File: config.mk
export PLATFORM = sky130hd
export DESIGN_NAME = block_throttle
export DESIGN_NICKNAME = d
export VERILOG_FILES = /design/src/verilog/block_throttle.sv
export SDC_FILE = /design/constraint.sdc
export NUM_CORES = 1
export LEC_CHECK = 0
export ABC_CLOCK_PERIOD_IN_PS = 800
export BUFFER_PORTS_ARGS = -buffer_cell sky130_fd_sc_hd__buf_4
export CORE_AREA = 10 10 47 49
export DETAILED_ROUTE_END_ITERATION = 16
export DIE_AREA = 0 0 57 59
export GPL_TIMING_DRIVEN = 0
export PLACE_DENSITY = 0.51
export SKIP_LAST_GASP = 1
export SYNTH_ARGS = -nofsm -noshare
export SYNTH_HDL_FRONTEND = slang
export SYNTH_SLANG_ARGS = --single-unit
export TNS_END_PERCENT = 5
File: constraint.sdc
create_clock -name okClk -period 0.8 [get_ports okClk]
set_clock_uncertainty 0.15 [all_clocks]
set_input_delay 0.04 -clock okClk [delete_from_list [all_inputs] [get_ports okClk]]
set_output_delay 0.04 -clock okClk [all_outputs]
set_load 0.005 [all_outputs]
File: src/verilog/block_throttle.sv
`timescale 1ns/1ps

module block_throttle #(
	parameter int DEPTH    = 64,
	parameter int BLOCK    = 16,
	parameter int HEADROOM = 4
) (
	input  logic                   okClk,
	input  logic                   i_rst_n,
	input  logic [$clog2(DEPTH):0] i_cmd_count,
	input  logic [$clog2(DEPTH):0] i_data_count,
	input  logic [$clog2(DEPTH):0] i_weig_count,
	output logic                   o_cmd_ready,
	output logic                   o_data_ready,
	output logic                   o_weig_ready
);

	localparam int CW = $clog2(DEPTH) + 1;
	// room for one more block, with margin for count latency
	localparam logic [CW-1:0] LIMIT = CW'(DEPTH - HEADROOM - BLOCK);

	always_ff @(posedge okClk) begin
		if (!i_rst_n) begin
			o_cmd_ready  <= 1'b0;
			o_data_ready <= 1'b0;
			o_weig_ready <= 1'b0;
		end else begin
			o_cmd_ready  <= (i_cmd_count <= LIMIT);
			o_data_ready <= (i_data_count <= LIMIT);
			o_weig_ready <= (i_weig_count <= LIMIT);
		end
	end

endmodule

Word-level counts from Yosys, hierarchy flattened
Cells that the tools add are included.
- output and inout bits: 3
- bits in registers: 3
- input port bits: 23
- word-level logic and storage cells: 6
- $lt $le $gt $ge: 3
- operator list (kind ; count):
    $le 7x6->1 const B ; 3

Logic depth before layout (Yosys ltp)
- depth in word-level cells: 1
- mapped depth: 2
- gate-level depth less buffers: 2

Worst setup path before layout
No wires, ideal clock.
- path kind: input-to-reg
- start point: input i_cmd_count[0]
- end point: register o_cmd_ready
- buffers on the path: 0
- slack: 0.214 ns
- arrival: 0.375 ns
- stages on the path: 2
- cells stage by stage: o2111ai_1 -> and4b_1
- longest elaborated chain between the ends: 1
- RTL lines (what ; RTL line ; text):
    start, declared ; 10 ; input logic [$clog2(DEPTH):0] i_cmd_count,
    $le 7x6->1 ; 28 ; o_cmd_ready <= (i_cmd_count <= LIMIT);
    end signal, assigned ; 28 ;
    end, declared ; 13 ; output logic o_cmd_ready,
No other way between the ends.
A chain may end at the register's enable or synchronous reset.

Worst setup path after layout
- start point: register o_cmd_ready
- end point: output o_cmd_ready
No word-level cell between the ends.

==> flow_summary.ini <==
[synthesis]
yosys_warnings = 0
syn_inst = 12
avgSynthCellArea_sq_um = 10.6
synth_nets = 35
synth.area.top_cells = dfxtp_1 (47%), and4b_1 (24%), o2111ai_1 (21%), nand2_1 (8.8%)
ys_types = 4
yosysTopAreaCell = dfxtp_1
synth_top_area_share_pct = 47.1
ys_ff_latch = 3
synth_area_sq_um = 128
yosysSeqAreaShare_pct = 47.1

[worst_hold_path]
hp-start = i_rst_n
whs_path_depth = 2
worstHoldPathType = input port to flip-flop
min_to = o_data_ready

[layout]
final_area_sq_um = 375
diodes = 0
multi_input_area_sq_um = 67.6
ff_latch_area_sq_um = 62.6
final_common_cell = buf_4
drive_gt1_share_pct = 73.2
fillCellCount = 165
nets = 65
syn_to_final_growth_pct = 194

[clock_tree]
clkSinkCount = 3
htreeDepth = 1
cts_tree = yes
cts_made_buffers = 3
clockBufferDepth = 2
path_clk_slew_ns = 0.04
cts_setup_buffers = 0
clock-root-buffer = clkbuf_4

[floorplan]
num_io_pins = 26
initial_core_util_pct = 9.11
dieHeight_um = 59
die-area_sq_um = 3360
coreArea_sq_um = 1400
core.rowCount = 14
fp.dieW_um = 57

[detailed_routing]
drt_iter0_drc = 6
drtAntennaViolNets = 0
vias_per_cell = 3.89
wl_per_cell_um = 15.2
totalWireLength_um = 868
detail_route.first_pass.iterations = 4
vias = 222
route.detailed.drc = 0

[setup_path]
worstPathMaxFanout = 1
critPathSlowestCell = dfxtp_2
path_class = flip-flop to output pin
cp.required_ns = 0.61
critical_path_buf_inv_count = 1
cp-start-kind = flip-flop
crit_family = flip-flops
crit_arrival_ns = 0.64
max_stage_delay_ns = 0.31
path_cells = buf_6
cp-end-kind = output pin

[grt]
grt_pass1_wl_mm = 1.36
grt.total_usage_pct = 5.53
grt-ovfl-total = 0
antenna_found_initial = 0
grt_max_degree = 4
grt_pass1_vias = 250

[timing]
finalSetupTns_ns = -0.0836
period_minus_slack_ns = 0.832
hold_violations = 3
setup_viol = 3
fin_hold_ws_ns = -0.0494
slew_viol_final = 0
fmax_mhz = 1200
fin_crit_sh_pct = 104
rsz0062_at_grt = true
fin_ws_ns = -0.0325
max_slew_margin_pct = 88.9
worstMarginPinSlew_ns = 0.166

[power_and_ir_drop]
powerDensity_nw_per_um2 = 1450
p_leak_uw = 0.000189
ir_drop_mv = 0.622

[run]
drv_cap = 0

[place]
routabilityCongestion = 0.644
placed_cell_area_sq_um = 335
io_buffers = 25

[outcome]
status = finished with violations
violations = negative hold slack, negative setup slack
[final cells by class]
class	instances	share of cell area [%]
flip-flops and latches	3	16.7
repair buffers	25	53.0
well taps	16	5.33
multi-input cells	9	18.0
clock buffers	4	7.00
[what timing repair did]
action                                  4_1_cts  5_1_grt
gates resized for setup                       0        5
endpoints found under the setup margin        3        3
endpoints found under the hold margin         3        3
[where the power goes]
part / leakage [uW] / total (uW) / internal, uW / switching, uW
Clock: 0.0000150 / 261 / 187 / 74.7
Sequential: 0.0000255 / 164 / 160 / 3.67
Combinational: 0.000149 / 119 / 90.9 / 28.5
Total: 0.000189 / 545 / 438 / 107
[cell families (layout without fill, tap and decap cells)]
family	Yosys count	count (layout)	share of synthesized area, %
compound gates	3	3	20.6
flops	3	3	47.1
buf+inv	0	29	0
simple gates	6	6	32.4
[how the worst max path moves through the flow]
stage | from | cells after the start | endpoint | slack, ns
3_5_place_dp | i_weig_count[0] | 3 | o_weig_ready | 0.05
5_1_grt | o_weig_ready | 1 | o_weig_ready | -0.05
4_1_cts | o_cmd_ready | 1 | o_cmd_ready | -0.05
6_report | o_cmd_ready | 1 | o_cmd_ready | -0.03
2_1_floorplan | i_cmd_count[0] | 2 | o_cmd_ready | 0.21
3_3_place_gp | i_weig_count[0] | 3 | o_weig_ready | 0.04
[synth_stat cells]
library cell / count
nand2_1: 3
and4b_1: 3
o2111ai_1: 3
dfxtp_1: 3
[through the flow]
stage	util (%)	setup slack (ns)	std cells	total power (uW)
2_1_floorplan	-	0.214	12	177
3_3_place_gp	23.9	0.0380	53	279
3_5_place_dp	23.9	0.0494	53	279
4_1_cts	25.8	-0.0503	57	552
5_1_grt	26.8	-0.0547	57	582
6_report	26.8	-0.0325	57	545
[registers in the layout, indices dropped and copies added, names as in the netlist]
signal,cells
o_cmd_ready,1
o_data_ready,1
o_weig_ready,1
[metal layers]
layer | GRT usage (%) | part of all wire [%] | vias up
li1 | - | - | 108
met1 | 8.09 | 59 | 86
met2 | 3.57 | 20 | 28
met3 | 6.65 | 21 | 0
met4 | 2.01 | 0 | 0
met5 | 0 | 0 | -
Power figures use the tool's default switching activity.
