## src/verilog/accel_pkg.sv

```systemverilog
package accel_pkg;

	// ------------------------------------------------------------
	// payload types
	// ------------------------------------------------------------
	typedef logic        [31:0] word_t;  // host word
	typedef logic signed [15:0] elem_t;  // data and weight operand
	typedef logic signed [31:0] acc_t;   // wraps on overflow

	typedef enum logic [2:0] {
		OP_MAC      = 3'd1,  // plain dot product
		OP_MAC_RELU = 3'd2   // negative result clamps to zero
	} op_e;

	typedef struct packed {
		op_e         op;
		logic [15:0] length;  // pairs, 0 means 1
		acc_t        bias;
	} layer_desc_t;

	// ------------------------------------------------------------
	// command word 0 layout
	// ------------------------------------------------------------
	localparam int CMD_OP_LSB  = 0;
	localparam int CMD_LEN_LSB = 8;

	function automatic logic op_valid(input logic [2:0] op_bits);
		return (op_bits == OP_MAC) || (op_bits == OP_MAC_RELU);
	endfunction

endpackage

```

## src/verilog/stream_fifo.sv

```systemverilog
`timescale 1ns/1ps

module stream_fifo #(
	parameter type T     = accel_pkg::word_t,
	parameter int  DEPTH = 64
) (
	input  logic                   okClk,
	input  logic                   i_rst_n,
	input  logic                   i_wr_en,
	input  T                       i_wr_data,
	input  logic                   i_rd_en,
	output T                       o_rd_data,
	output logic                   o_rd_valid,
	output logic                   o_full,
	output logic [$clog2(DEPTH):0] o_count
);

	localparam int AW = $clog2(DEPTH);

	T            mem [DEPTH];
	logic [AW:0] wr_ptr;  // extra bit tells full from empty
	logic [AW:0] rd_ptr;
	logic        wr_ok;
	logic        rd_ok;

	assign o_count    = wr_ptr - rd_ptr;
	assign o_rd_valid = (o_count != '0);
	assign o_full     = o_count[AW];  // count has reached DEPTH
	assign o_rd_data  = mem[rd_ptr[AW-1:0]];  // show-ahead

	assign wr_ok = i_wr_en && !o_full;      // drop on full
	assign rd_ok = i_rd_en && o_rd_valid;   // ignore on empty

	// ------------------------------------------------------------
	// pointers
	// ------------------------------------------------------------
	always_ff @(posedge okClk) begin
		if (!i_rst_n) begin
			wr_ptr <= '0;
			rd_ptr <= '0;
		end else begin
			if (wr_ok)
				wr_ptr <= wr_ptr + 1'b1;
			if (rd_ok)
				rd_ptr <= rd_ptr + 1'b1;
		end
	end

	// storage
	always_ff @(posedge okClk) begin
		if (wr_ok)
			mem[wr_ptr[AW-1:0]] <= i_wr_data;
	end

endmodule
```

## config.mk

```make
export PLATFORM = sky130hd
export DESIGN_NAME = stream_fifo
export DESIGN_NICKNAME = d
export VERILOG_FILES = /design/src/verilog/accel_pkg.sv /design/src/verilog/stream_fifo.sv
export SDC_FILE = /design/constraint.sdc
export NUM_CORES = 2
export LEC_CHECK = 0
export ABC_AREA = 0
export BUFFER_PORTS_ARGS = -buffer_cell sky130_fd_sc_hd__clkbuf_2
export CAP_MARGIN = 20
export CORE_MARGIN = 5
export CORE_UTILIZATION = 40
export CTS_CLUSTER_SIZE = 40
export DETAILED_ROUTE_END_ITERATION = 10
export PLACE_DENSITY = 0.63
export SLEW_MARGIN = 20
export SYNTH_ARGS = -nofsm -noshare
export SYNTH_HDL_FRONTEND = slang
export SYNTH_SLANG_ARGS = --single-unit
```

## constraint.sdc

```tcl
create_clock -name okClk -period 5.46 [get_ports okClk]
set_clock_uncertainty 0.15 [all_clocks]
set_input_delay 0 -clock okClk [delete_from_list [all_inputs] [get_ports okClk]]
set_output_delay 0 -clock okClk [all_outputs]
set_load 0.03 [all_outputs]
```

## Yosys cells after proc, flatten, opt, wreduce, memory -nomap -nowiden

Memory sizes are Yosys's and may differ from the RTL's. A register that Yosys moved wholly into a read port is not among the register bits.
Index checks and enable logic that the tools add are counted.

| storage, ports and cells | value |
|---|---|
| flip-flop bits (word level) | 14 |
| memory bits (writable) | 2,048 |
| input bits | 36 |
| output and inout bits | 41 |
| logic and storage cells | 14 |
| memories kept | 1 |

| cells by class | value |
|---|---|
| add/subtract/negate cells | 3 |
| mux-type cells | 4 |
| reductions and logical operators | 4 |

Memory list:

| name | words | width | rd ports | clocked after Yosys merged registers in | write ports | RTL line | RTL |
|---|---|---|---|---|---|---|---|
| mem | 64 | 32 | 1 | 1 | 1 | stream_fifo.sv:20 | `T mem [DEPTH];` |

Operators with widths:

| operator | count |
|---|---|
| $add 7x1->7 const B | 2 |
| $mux 6 | 2 |
| $reduce_bool 7->1 | 1 |
| $sub 7x7->7 | 1 |
| $logic_and 1x1->1 | 2 |
| $mux 1 | 2 |
| $logic_not 1->1 | 1 |

## Logic depth before layout (Yosys ltp)

| logic depth | value |
|---|---|
| word-level depth | 5 |
| mapped depth | 11 |
| gate-level depth less buffers | 10 |

## Least setup slack after synthesis

No wires, ideal clock.

| timing | value |
|---|---|
| kind | reg2reg |
| start point | reg wr_ptr[0] |
| end point | mem mem[56][0] (netlist bit), enable pin |
| library setup time | 421 ps |
| arrival time | 3,553 ps |
| required time | 4,889 ps |
| setup slack | 1,336 ps |
| stages on the path, launching flop included | 12 |
| path through | dfxtp_1 > inv_1 > ha_1 > inv_1 > fa_1 > a21o_1 > nand3_1 > and3_1 > o21ai_2 > or4_1 > buf_2 > nor2_1 |

| on the way | value |
|---|---|
| longest elaborated chain between the ends | 5 |

Ends and longest elaborated chain:

| what | RTL line | RTL |
|---|---|---|
| start: declaration | stream_fifo.sv:21 | `logic [AW:0] wr_ptr;` |
| start signal: assignment | stream_fifo.sv:43 | `wr_ptr <= wr_ptr + 1'b1;` |
| $sub 7x7->7 | stream_fifo.sv:26 | `assign o_count = wr_ptr - rd_ptr;` |
| $logic_not 1->1 | stream_fifo.sv:31 | `assign wr_ok = i_wr_en && !o_full;` |
| $logic_and 1x1->1 | stream_fifo.sv:31 |  |
| $mux 1 | stream_fifo.sv:51 | `if (wr_ok)` |
| $mux 1 (implied by the code) | stream_fifo.sv:52 | `mem[wr_ptr[AW-1:0]] <= i_wr_data;` |
| end: declaration | stream_fifo.sv:20 |  |

Several ways; a longest one is shown, not always the timed one.

==> implementation parameters <==
Parameter                              Value

Outcome
  Status    finished clean

Placed design
  DP Area    84240 um^2
  DP Cell Count    approximately 6200
  Setup Slack @ Placement    1.071 ns
  PortBufs    76
  Half-perimeter wire length after placement    115900 um
  Routability congestion estimate    0.7953

Finish
  Post-layout utilization of the core    46.01%
  Layout cell share with drive strength beyond 1    29.62%
  Layout overhead on the synthesized area    14.29%
  Number of standard cells in the layout, taps in and fillers out    6591
  Layout Cell Area excl Fill    90830 um^2
  Post-layout nets    3828

Critical path
  Critical path buffer and inverter count    2
  Type of the worst setup path    register to output port
  Largest fanout on the critical path    just under 60
  Cell repeated most along the worst path    sky130_fd_sc_hd__mux4_2
  Kind of cell with the highest combined delay on the critical path    flip-flops
  Required arrival time at the worst endpoint    5.31 ns
  Launching element type of the critical path    register
  Arrival time of the worst setup path    4.56 ns
  CP endpoint kind    output port
  R2R Path Start    wr_ptr[5]
  Crit path largest cell delay    between 1 and 1.5 ns
  Cell-by-cell trace of the critical path    buf_4, mux4_2, mux4_2, nor2_1, nor3_1, clkbuf_2
  Worst-path cell with the longest stage delay    sky130_fd_sc_hd__dfxtp_4

Pwr
  Power share of the clock group    32.8%
  Max IR drop VDD    0.3047 mV
  Switching power of the nets    11.35 mW
  Cell Pwr Density    444.1 nW/um^2
  Fraction of power spent switching nets    28.14%
  Flop pwr share    44.4%
  Power share of the combinational group    between 20% and 30%
  Internal power    28.99 mW
  Standby leakage power    about 27 nW

Timing
  Least setup slack across all paths after layout    0.7468 ns
  RSZ-0062 raised after global routing    no
  Fmax    0.2122 GHz
  Slew headroom    23.66%
  Count of final max-slew check failures    0
  Final sum of negative setup slack    0 ns
  Post-route minimum period    4.713 ns
  Final setup viols    0
  Measured slew at the worst slew-check pin    1.145 ns
  Final Hold Violating Endpoints    0
  Final clock period utilization by the worst path    a little under nine tenths

Synthesis
  Cell area after technology mapping    79470 um^2
  Synth cell types    55
  Most area-hungry cell type in the Yosys netlist    sky130_fd_sc_hd__edfxtp_1
  Number of enable flip-flop cells after synthesis    between 2000 and 2500
  Avg Cell Area, Syn    22.84 um^2
  Sequential fraction of the synthesis area    approximately 78%
  Most used flip-flop cell after synthesis    sky130_fd_sc_hd__edfxtp_1
  Most frequently used cell type in the post-synthesis netlist    sky130_fd_sc_hd__edfxtp_1
  Total number of yosys warnings    0
  Cell types with the largest area share after synthesis    sky130_fd_sc_hd__edfxtp_1 77%, sky130_fd_sc_hd__mux4_2 15%, sky130_fd_sc_hd__mux2i_1 1.0%
  Fraction of registers with async set/reset    0%
  Post-Synthesis Cells    roughly 3500
  Net count after synthesis    3524
  Top cell types by occurrence after synthesis    2048 x sky130_fd_sc_hd__edfxtp_1, 545 x sky130_fd_sc_hd__mux4_2, 113 x sky130_fd_sc_hd__nor2_1
  Area share of the leading cell type in the synthesized netlist    between 70 and 80%
  Number of synthesized register bits    approximately 2100

Clocking
  Clock tree from TritonCTS    done
  Number of sinks handled by clock tree synthesis    2068
  CTS Buffer Depth    3
  CTS hold repair buffers    36
  Number of levels the H-tree was split into    4
  Root Driver    sky130_fd_sc_hd__clkbuf_16
  Insertion delay of the later-clocked pin in the worst-skew pair    0.82 ns
  Quantity of gates resized following cts    0
  Number of clock buffers inserted by TritonCTS    203
  Buffers inserted during post-CTS setup optimization    0
  Clock input transition at the sequential cells of the worst setup and hold paths    around 0.060 ns

Global route
  Vias in the first global route    38284
  Overall global routing resource usage    18.70%
  Global-route track usage on met3    3.403%
  Met2 Usage GRT    30.38%
  Number of antenna violations at the first check in global routing    14
  Met1 track demand over resource    26.37%
  Pin count of the biggest net entering global routing    between 80 and 90
  Most heavily used metal layer in global routing    met2
  Congestion Overflow GR    0
  Wire length of the first global-routing pass    283500 um

Drt
  Routed wire length    196500 um
  Post-detailed-route DRC marker count    0
  ANT nets after route    0
  Routed wire length per instance    slightly below 30 um
  Via count normalized by instance count    between 5 and 6
  DRC marker count from the first detailed-route iteration    4363
  Count of vias placed by the detailed router    37511
  Number of iterations in the first detailed-routing pass    5

Floorplanning
  X dimension of the die    455.7 um
  Floorplan row count    163
  DIE HEIGHT    roughly 460 um
  Num ports    77
  Core area    197400 um^2
  Area of the die    207700 um^2
  Initial Utilization    40.26%

Run
  Number of maximum-capacitance violations    0

Worst hold path
  Worst min path class    input port to register
  Startpoint of the tightest hold check path    i_rd_en
-- power groups by stage --
stage / registers [mW] / clock network (mW) / logic, mW
floorplan: 18.0 / 0 / 6.44
global placement: 18.2 / 0 / 9.30
detailed placement: 18.2 / 0 / 9.32
CTS: 17.9 / 13.5 / 9.37
global route: 17.9 / 14.1 / 9.80
finish: 17.9 / 13.2 / 9.21
-- worst paths after layout --
path                        end  slack [ns]  depth (start not counted)
setup reg to reg      mem[8][5]        1.01                          8
hold reg to reg        register        0.33                          2
setup / recovery  o_rd_data[17]        0.75                          6
hold / removal         register        0.07                          5
-- cells by family (layout without fill, tap and decap cells) --
logic type | count (synthesis) | in the layout | share of synthesized area, %
flops | 2068 | 2068 | 77.89
mux | 636 | 636 | 16.61
simple gates | 292 | 292 | 1.782
compound gates | 263 | 263 | 2.149
buf+inv | 205 | 672 | 1.352
fa+ha+maj | 9 | 9 | 0.1511
xor+xnor | 6 | 6 | 0.06612
other cells | 0 | 5 | 0
-- layout by cell type, fill, tap and decap left out, drive strengths merged, types with 3 or more instances in the layout --
cell            n
mux2           12
mux4          545
nor2          113
edfxtp       2048
o22ai          30
o21ai           9
nand3          23
nand2          42
nor3           18
dlygate4sd3    36
nand3b          3
diode           5
a211oi         43
ha              8
clkbuf        319
mux2i          79
clkinvlp        3
a21oi         108
xor2            4
a22oi          36
nand2b         13
or4             4
or2             4
inv            22
clkinv        100
nor2b          51
or3             4
o221ai         20
and2            4
nand4           7
dfxtp          20
bufinv         10
buf           182
-- flip-flops by register name (all words and copies together), names as in the netlist, named ones only --
register and cells:
mem 2048, wr_ptr 7, rd_ptr 7
-- stage by stage --
stage / total power [mW] / hold WS (ns)
final: 40.34 / 0.07004
after floorplan: 24.48 / -0.05113
after CTS: 40.74 / 0.005796
after global placement: 27.53 / 0.2855
after detailed placement: 27.56 / 0.3176
after global routing: 41.86 / 0.08111
-- worst min-delay path, stage by stage --
cell,delay [ns]
sky130_fd_sc_hd__dlygate4sd3_1,0.55
sky130_fd_sc_hd__clkbuf_2,0.15
sky130_fd_sc_hd__nand4_1,0.09
sky130_fd_sc_hd__a21oi_1,0.08
sky130_fd_sc_hd__mux2i_1,0.13
-- cell type report --
cell class	instances	area, um^2
sequential	2068	61920
multi-input combinational	1206	16990
antenna	5	12.51
clock inverter	122	957.2
fill	16376	106600
clock buffer	246	5263
tap	2640	3303
timing repair buffer	291	2335
inverter	13	48.80
-- routing by layer --
metal  vias up  routed length, um
li1      15454                  -
met1     20267              81350
met2      1512              96100
met3       278              14600
met4         0               4472
met5         -                  0
Note: power is estimated with default switching activity, not from simulation.
