**src/verilog/accel_pkg.sv**
```systemverilog
package accel_pkg;

	// ------------------------------------------------------------
	// payload types
	// ------------------------------------------------------------
	typedef logic        [31:0] word_t;  // host word
	typedef logic signed [15:0] elem_t;  // data and weight operand
	typedef logic signed [31:0] acc_t;   // wraps on overflow

	typedef enum logic [2:0] {
		OP_MAC      = 3'd1,  // plain dot product
		OP_MAC_RELU = 3'd2   // negative result clamps to zero
	} op_e;

	typedef struct packed {
		op_e         op;
		logic [15:0] length;  // pairs, 0 means 1
		acc_t        bias;
	} layer_desc_t;

	// ------------------------------------------------------------
	// command word 0 layout
	// ------------------------------------------------------------
	localparam int CMD_OP_LSB  = 0;
	localparam int CMD_LEN_LSB = 8;

	function automatic logic op_valid(input logic [2:0] op_bits);
		return (op_bits == OP_MAC) || (op_bits == OP_MAC_RELU);
	endfunction

endpackage

```
**src/verilog/layer_if.sv**
```systemverilog
`timescale 1ns/1ps

interface layer_if;
	import accel_pkg::*;

	logic        desc_valid;  // held until accepted
	logic        desc_ready;  // engine idle
	layer_desc_t desc;

	modport src (
		output desc_valid,
		output desc,
		input  desc_ready
	);

	modport snk (
		input  desc_valid,
		input  desc,
		output desc_ready
	);

endinterface

```
**src/verilog/dot_engine.sv**
```systemverilog
`timescale 1ns/1ps

module dot_engine (
	input  logic             okClk,
	input  logic             i_rst_n,
	layer_if.snk             desc_in,
	input  accel_pkg::elem_t i_data,
	input  logic             i_data_valid,
	output logic             o_data_rd,
	input  accel_pkg::elem_t i_weig,
	input  logic             i_weig_valid,
	output logic             o_weig_rd,
	output logic             o_res_we,
	output accel_pkg::word_t o_res_data,
	input  logic             i_res_full,
	output logic             o_busy,
	output logic             o_done
);

	import accel_pkg::*;

	typedef enum logic [1:0] {
		ST_IDLE,
		ST_RUN,    // popping pairs
		ST_DRAIN,  // last product accumulates
		ST_WRITE   // waits for result FIFO room
	} state_e;

	state_e      state;
	logic [15:0] pairs_left;
	op_e         op_q;
	logic        take;
	logic        pop;
	acc_t        prod_q;
	logic        prod_v;
	acc_t        acc_q;

	assign desc_in.desc_ready = (state == ST_IDLE);
	assign take               = desc_in.desc_valid && desc_in.desc_ready;

	assign pop       = (state == ST_RUN) && i_data_valid && i_weig_valid;
	assign o_data_rd = pop;
	assign o_weig_rd = pop;

	assign o_res_we   = (state == ST_WRITE) && !i_res_full;
	assign o_res_data = ((op_q == OP_MAC_RELU) && acc_q[31]) ? '0 : word_t'(acc_q);
	assign o_busy     = (state != ST_IDLE);
	assign o_done     = o_res_we;  // one pulse per layer

	// ------------------------------------------------------------
	// layer control
	// ------------------------------------------------------------
	always_ff @(posedge okClk) begin
		if (!i_rst_n) begin
			state      <= ST_IDLE;
			pairs_left <= '0;
			prod_v     <= 1'b0;
		end else begin
			prod_v <= pop;
			case (state)
				ST_IDLE: begin
					if (take) begin
						state      <= ST_RUN;
						pairs_left <= (desc_in.desc.length == '0) ? 16'd1 : desc_in.desc.length;
					end
				end
				ST_RUN: begin
					if (pop) begin
						pairs_left <= pairs_left - 16'd1;
						if (pairs_left == 16'd1)
							state <= ST_DRAIN;
					end
				end
				ST_DRAIN: state <= ST_WRITE;
				ST_WRITE: begin
					if (!i_res_full)
						state <= ST_IDLE;
				end
				default: state <= ST_IDLE;
			endcase
		end
	end

	// multiply then accumulate
	always_ff @(posedge okClk) begin
		if (pop)
			prod_q <= i_data * i_weig;  // signed 16x16 into 32
		if (take) begin
			op_q  <= desc_in.desc.op;
			acc_q <= desc_in.desc.bias;  // seed with bias
		end else if (prod_v) begin
			acc_q <= acc_q + prod_q;
		end
	end

endmodule

```
**src/flat_wrapper.sv**
```systemverilog
// flat-port wrapper written by rule: the top's interface ports become plain ports
module dot_engine_flat import accel_pkg::*;
  (okClk, i_rst_n, i_data, i_data_valid, o_data_rd, i_weig, i_weig_valid, o_weig_rd, o_res_we, o_res_data, i_res_full, o_busy, o_done, desc_in_desc_valid, desc_in_desc, desc_in_desc_ready);
  layer_if desc_in_i ();
  input  logic okClk;
  input  logic i_rst_n;
  input  accel_pkg::elem_t i_data;
  input  logic i_data_valid;
  output logic o_data_rd;
  input  accel_pkg::elem_t i_weig;
  input  logic i_weig_valid;
  output logic o_weig_rd;
  output logic o_res_we;
  output accel_pkg::word_t o_res_data;
  input  logic i_res_full;
  output logic o_busy;
  output logic o_done;
  input wire logic [$bits(desc_in_i.desc_valid)-1:0] desc_in_desc_valid;
  input wire logic [$bits(desc_in_i.desc)-1:0] desc_in_desc;
  output wire logic [$bits(desc_in_i.desc_ready)-1:0] desc_in_desc_ready;
  assign desc_in_i.desc_valid = desc_in_desc_valid;
  assign desc_in_i.desc = desc_in_desc;
  assign desc_in_desc_ready = desc_in_i.desc_ready;
  dot_engine u_core (.okClk(okClk), .i_rst_n(i_rst_n), .desc_in(desc_in_i), .i_data(i_data), .i_data_valid(i_data_valid), .o_data_rd(o_data_rd), .i_weig(i_weig), .i_weig_valid(i_weig_valid), .o_weig_rd(o_weig_rd), .o_res_we(o_res_we), .o_res_data(o_res_data), .i_res_full(i_res_full), .o_busy(o_busy), .o_done(o_done));
endmodule
```
**config.mk**
```make
export PLATFORM = sky130hd
export DESIGN_NAME = dot_engine_flat
export DESIGN_NICKNAME = d
export VERILOG_FILES = /design/src/verilog/accel_pkg.sv /design/src/verilog/layer_if.sv /design/src/verilog/dot_engine.sv /design/src/flat_wrapper.sv
export SDC_FILE = /design/constraint.sdc
export NUM_CORES = 1
export LEC_CHECK = 0
export ABC_CLOCK_PERIOD_IN_PS = 5900
export BUFFER_PORTS_ARGS = -buffer_cell sky130_fd_sc_hd__buf_2
export CORE_MARGIN = 4
export CORE_UTILIZATION = 36
export DETAILED_ROUTE_END_ITERATION = 16
export PLACE_DENSITY_LB_ADDON = 0.25
export SKIP_CTS_REPAIR_TIMING = 1
export SLEW_MARGIN = 15
export SYNTH_ARGS = -nofsm -noshare
export SYNTH_HDL_FRONTEND = slang
export SYNTH_SLANG_ARGS = --single-unit
```
**constraint.sdc**
```tcl
create_clock -name okClk -period 5.9 [get_ports okClk]
set_input_delay 0.295 -clock okClk [delete_from_list [all_inputs] [get_ports okClk]]
set_output_delay 0.295 -clock okClk [all_outputs]
set_load 0.05 [all_outputs]
```
# Word-level counts from Yosys, hierarchy flattened
# Cells that the tools add are included.
# totals
reg_bits	86
inputBits	89
out_inout_bits	38
elab_cells	43
# classes
add_sub_neg	2
n_mul	1
n_eq_ne	9
muxes	12
n_reduce_logical	13
# ops
op	n
$mux 32	3
$mux 16	3
$add 32x32->32	1
$mul 16x16->32	1
$pmux 16 s2	1
$eq 16x1->1 const B	1
$logic_not 16->1	1
$sub 16x1->16 const B	1
$mux 2	4
$ne 2x2->1 const B	4
$pmux 2 s4	1
$reduce_bool 2->1	3
$logic_and 1x1->1	5
$eq 2x2->1 const B	2
$reduce_and 4->1	1
$eq 3x2->1 const B	1
$reduce_and 3->1	1
$eq 2x1->1 const B	1
$logic_not 2->1	1
$logic_not 1->1	1

# Longest topological paths before layout
# depth
word_depth	5
ltp_mapped	23
ltp_nobuf	22

# Least setup slack after synthesis
# OpenSTA, ideal clock, no wires.
# synth_timing
kind	input -> register
startpoint	input port i_data[10]
endpoint	register u_core.prod_q[27], data pin
setup_ps	266
t_arrival_ps	5839
t_required_ps	5634
slack_ps	-206
stages	22
path_buffers	1
path_cell_list	clkbuf_1 -> nand2_1 -> fa_1 -> fa_1 -> inv_1 -> fa_1 -> inv_1 -> fa_1 -> inv_1 -> fa_1 -> inv_1 -> fa_1 -> inv_1 -> ha_1 -> nand2_1 -> o21ai_0 -> nand3b_1 -> o211a_1 -> o41ai_1 -> nor2_1 -> a2111oi_0 -> nor2_1
# synth_between
elab_chain_cells	1
# synth_rtl
item	line	rtl
from (decl)	flat_wrapper.sv:7	input accel_pkg::elem_t i_data;
$mul 16x16->32	dot_engine.sv:87	prod_q <= i_data * i_weig;
to (signal assigned)	dot_engine.sv:87	
to (decl)	dot_engine.sv:34	acc_t prod_q;
# Every way passes these cells.
# A chain may end at the register's enable or synchronous reset.

# Final worst setup path
# layout_timing
startpoint	input port i_data[8]
endpoint	register u_core.prod_q[31], data pin
# The elaborated chain is that of the path after synthesis.

==> metrics.yaml <==
setup_path:
  worst_reg2reg_endpoint: "u_core.acc_q[30]"
  cp.arrival_ps: 5750
  worstRegToRegCells: 11
  r2r_slack_ps: 2650
  regToRegStartpoint: "u_core.prod_q[0]"
  critPathLaunchType: "primary input"
  worst-setup-path-type: "in2reg"
  critical_path_required_ps: 5970
  timing.critical_path.fanout_max: 11
  timing.critical_path.to_type: "register"
die:
  core_area_um2: 42000
  initial_core_util_pct: 36.5
  rows: 75
  die-width_um: 214
  fp.dieArea_um2: 46000
  chipHeight_um: 214
  io_pins: 127
final_layout:
  area_growth_from_synthesis_to_final_layout_pct: 15.3
  regArea_um2: 2390
  antenna_cells: 0
  multiInputGateArea_um2: 11600
  final.fill_count: 4154
  design.final.nets: 2348
  share_of_final_layout_standard_cells_stronger_than_drive_strength_1_pct: 14.8
flow_run:
  max_cap_viol_count: 0
timing:
  slew_headroom_pct: 27.2
  timing.final.crit_share_pct: 96.3
  fin_setup_tns_ps: 0
  finalCriticalPeriod_ps: 5680
  worst_slew_pin_slew_ps: 1080
  fin_skew_ps: 9.09
  timing.final.ws_setup_ps: 217
  fmax_mhz: 176
  final-setup-viol-count: 0
  timing_hold_violations_final: 0
  drv_slew: 0
clock_network:
  max_buffers_root_to_sink: 2
  clock_h_tree_levels: 3
  cts.sinks: 86
  ctsRootBufferMaster: "sky130_fd_sc_hd__clkbuf_16"
  cts_tree: "yes"
  cts_made_buffers: 9
  worst_setup_hold_path_clk_slew_ps: 60
  clock_latency_ps: 340
routing:
  detailedRoute.firstIterationViolations: 546
  routed-via-count: 11700
  wl_per_cell_um: 16.2
  firstDrtPassIters: 5
  antenna_violating_nets_post_route: 0
  routed_wl_um: 39300
  via_per_inst: 4.85
  remaining_drc_errors: 0
placed_design:
  finalWeightedCongestion: 0.892
  port_buffers: 126
  place_worst_setup_slack_ps: -262
  detailedPlacementHpwl_um: 33800
synthesis:
  synth_area_um2: 15300
  post-synth-top-area-cell: "sky130_fd_sc_hd__fa_1"
  async_reset_ff_share_pct: 0
  ys_warn_count: 0
  synth.ff_latch_count: 86
  synthFlopType: "sky130_fd_sc_hd__edfxtp_1"
  synth_enable_flop_cells: 67
  synth_cells: 1680
  post_synth_main_area_contributors: "sky130_fd_sc_hd__fa_1 34%, sky130_fd_sc_hd__edfxtp_1 13%, sky130_fd_sc_hd__ha_1 9.7%"
  syn_avg_cell_area_um2: 9.13
  yosysTopAreaCellShare_pct: 34.3
  synth-seq-area-share_pct: 15.6
  postSynthNetCount: 2151
  synth_cell_type_count: 71
min_path:
  worst_hold_startpoint: "desc_in_desc[48]"
  hp-class: "in2reg"
  hold_path_depth: 1
  min_delay_worst_endpoint: "u_core.op_q[0]"
global_route:
  grt_first_pass_wirelength_um: 66900
  grt_start_max_net_pins: 40
  antenna_found_initial: 0
  remaining_global_route_overflow: 0
  grt_usage_pct: 17.5
  grt_pass1_vias: 12600
status:
  outcome: "finished, final reports clean"
[state kept, by name (all words and copies together), names as in the netlist]
signal             flops
u_core.acc_q          32
u_core.op_q            3
u_core.state           2
u_core.prod_v          1
u_core.prod_q         32
u_core.pairs_left     16
[cell usage after synthesis, types with 4 or more instances]
| master | n |
|---|---|
| sky130_fd_sc_hd__a211oi_1 | 14 |
| sky130_fd_sc_hd__a21o_1 | 15 |
| sky130_fd_sc_hd__a21oi_1 | 91 |
| sky130_fd_sc_hd__a31oi_1 | 8 |
| sky130_fd_sc_hd__and2_1 | 124 |
| sky130_fd_sc_hd__and3_1 | 12 |
| sky130_fd_sc_hd__buf_1 | 4 |
| sky130_fd_sc_hd__clkbuf_1 | 52 |
| sky130_fd_sc_hd__dfxtp_1 | 19 |
| sky130_fd_sc_hd__edfxtp_1 | 67 |
| sky130_fd_sc_hd__fa_1 | 263 |
| sky130_fd_sc_hd__ha_1 | 119 |
| sky130_fd_sc_hd__inv_1 | 326 |
| sky130_fd_sc_hd__nand2_1 | 180 |
| sky130_fd_sc_hd__nand2b_1 | 10 |
| sky130_fd_sc_hd__nand3_1 | 18 |
| sky130_fd_sc_hd__nand3b_1 | 7 |
| sky130_fd_sc_hd__nand4_1 | 4 |
| sky130_fd_sc_hd__nor2_1 | 73 |
| sky130_fd_sc_hd__nor2b_1 | 36 |
| sky130_fd_sc_hd__nor3_1 | 18 |
| sky130_fd_sc_hd__nor4_1 | 6 |
| sky130_fd_sc_hd__o211ai_1 | 6 |
| sky130_fd_sc_hd__o21a_1 | 9 |
| sky130_fd_sc_hd__o21ai_0 | 41 |
| sky130_fd_sc_hd__o21bai_1 | 6 |
| sky130_fd_sc_hd__o22ai_1 | 8 |
| sky130_fd_sc_hd__o311ai_0 | 4 |
| sky130_fd_sc_hd__o31ai_1 | 11 |
| sky130_fd_sc_hd__or2_2 | 4 |
| sky130_fd_sc_hd__or3_1 | 6 |
| sky130_fd_sc_hd__xnor2_1 | 31 |
| sky130_fd_sc_hd__xor2_1 | 24 |
[kinds of logic after synthesis]
| family | Yosys count | share of synthesized area (%) |
|---|---|---|
| fa+ha+maj | 382 | 44.0 |
| simple gates | 515 | 16.9 |
| buf+inv | 384 | 9.45 |
| flops | 86 | 15.6 |
| compound gates | 256 | 10.7 |
| mux | 2 | 0.131 |
| xor+xnor | 55 | 3.14 |
[critical path, stage by stage]
cell and delay, ps:
sky130_fd_sc_hd__buf_2 160, sky130_fd_sc_hd__buf_4 210, sky130_fd_sc_hd__nand2_1 90, sky130_fd_sc_hd__fa_1 530
sky130_fd_sc_hd__inv_1 60, sky130_fd_sc_hd__fa_1 490, sky130_fd_sc_hd__fa_1 640, sky130_fd_sc_hd__fa_1 470
sky130_fd_sc_hd__fa_1 490, sky130_fd_sc_hd__inv_1 50, sky130_fd_sc_hd__fa_1 470, sky130_fd_sc_hd__inv_1 40
sky130_fd_sc_hd__ha_1 280, sky130_fd_sc_hd__a21oi_1 160, sky130_fd_sc_hd__nand3b_1 140, sky130_fd_sc_hd__o211a_1 300
sky130_fd_sc_hd__o41ai_4 470, sky130_fd_sc_hd__o31ai_2 110, sky130_fd_sc_hd__mux2i_1 170, sky130_fd_sc_hd__o311ai_1 120
[per-layer routing]
layer  share of wire, %  routed length (um)  global-route usage (%)
met5                  0                   0                       0
met4                1.5                 603                    3.29
met3                3.8                1490                    1.80
met2                 43               17000                    27.0
met1                 51               20200                    26.8
[worst max-delay path by stage]
stage               from                 to  slack, ps  depth (start not counted)
5_1_grt        i_weig[1]  u_core.prod_q[30]        -10                         23
3_5_place_dp   i_weig[1]  u_core.prod_q[27]       -260                         20
3_3_place_gp   i_data[7]  u_core.prod_q[27]       -220                         23
2_1_floorplan  i_data[9]  u_core.prod_q[27]         20                         22
4_1_cts        i_data[7]  u_core.prod_q[31]        100                         23
6_report       i_data[8]  u_core.prod_q[31]        220                         20
[cell type report]
class,count,share of cell area (%)
Clock buffer,12,1.34
Inverter,326,6.92
Clock inverter,4,0.269
Timing Repair Buffer,244,8.70
Multi-Input combinational cell,1210,65.4
Tap cell,539,3.82
Sequential cell,86,13.5
[cell usage in the layout (no fill, tap or decap), types with 4 or more instances in the layout]
| cell type | n |
|---|---|
| sky130_fd_sc_hd__a211oi_1 | 13 |
| sky130_fd_sc_hd__a21o_1 | 15 |
| sky130_fd_sc_hd__a21oi_1 | 91 |
| sky130_fd_sc_hd__a31oi_1 | 8 |
| sky130_fd_sc_hd__and2_1 | 124 |
| sky130_fd_sc_hd__and3_1 | 11 |
| sky130_fd_sc_hd__buf_2 | 124 |
| sky130_fd_sc_hd__buf_4 | 116 |
| sky130_fd_sc_hd__clkbuf_16 | 9 |
| sky130_fd_sc_hd__dfxtp_1 | 19 |
| sky130_fd_sc_hd__edfxtp_1 | 67 |
| sky130_fd_sc_hd__fa_1 | 262 |
| sky130_fd_sc_hd__ha_1 | 117 |
| sky130_fd_sc_hd__inv_1 | 324 |
| sky130_fd_sc_hd__nand2_1 | 180 |
| sky130_fd_sc_hd__nand2b_1 | 10 |
| sky130_fd_sc_hd__nand3_1 | 18 |
| sky130_fd_sc_hd__nand3b_1 | 7 |
| sky130_fd_sc_hd__nand4_1 | 4 |
| sky130_fd_sc_hd__nor2_1 | 73 |
| sky130_fd_sc_hd__nor2b_1 | 36 |
| sky130_fd_sc_hd__nor3_1 | 18 |
| sky130_fd_sc_hd__nor4_1 | 6 |
| sky130_fd_sc_hd__o211ai_1 | 6 |
| sky130_fd_sc_hd__o21a_1 | 9 |
| sky130_fd_sc_hd__o21ai_0 | 38 |
| sky130_fd_sc_hd__o21ai_1 | 4 |
| sky130_fd_sc_hd__o21bai_1 | 6 |
| sky130_fd_sc_hd__o22ai_1 | 8 |
| sky130_fd_sc_hd__o31ai_1 | 10 |
| sky130_fd_sc_hd__or2_2 | 4 |
| sky130_fd_sc_hd__or3_1 | 6 |
| sky130_fd_sc_hd__xnor2_1 | 31 |
| sky130_fd_sc_hd__xor2_1 | 24 |
[through the flow]
| step | hold WS (ps) | instances | instance area, um^2 | utilization, % |
|---|---|---|---|---|
| after floorplan | 394 | 1680 | 15400 | - |
| after global placement | 478 | 2404 | 17300 | 41.2 |
| after detailed placement | 474 | 2404 | 17300 | 41.2 |
| after CTS | 118 | 2420 | 17600 | 41.9 |
| after global routing | 133 | 2421 | 17700 | 42.0 |
| final | 133 | 2421 | 17700 | 42.0 |
Power is left out: the tool's default activity adds up to more than one toggle a clock period on the data nets, which glitch-free logic cannot reach.
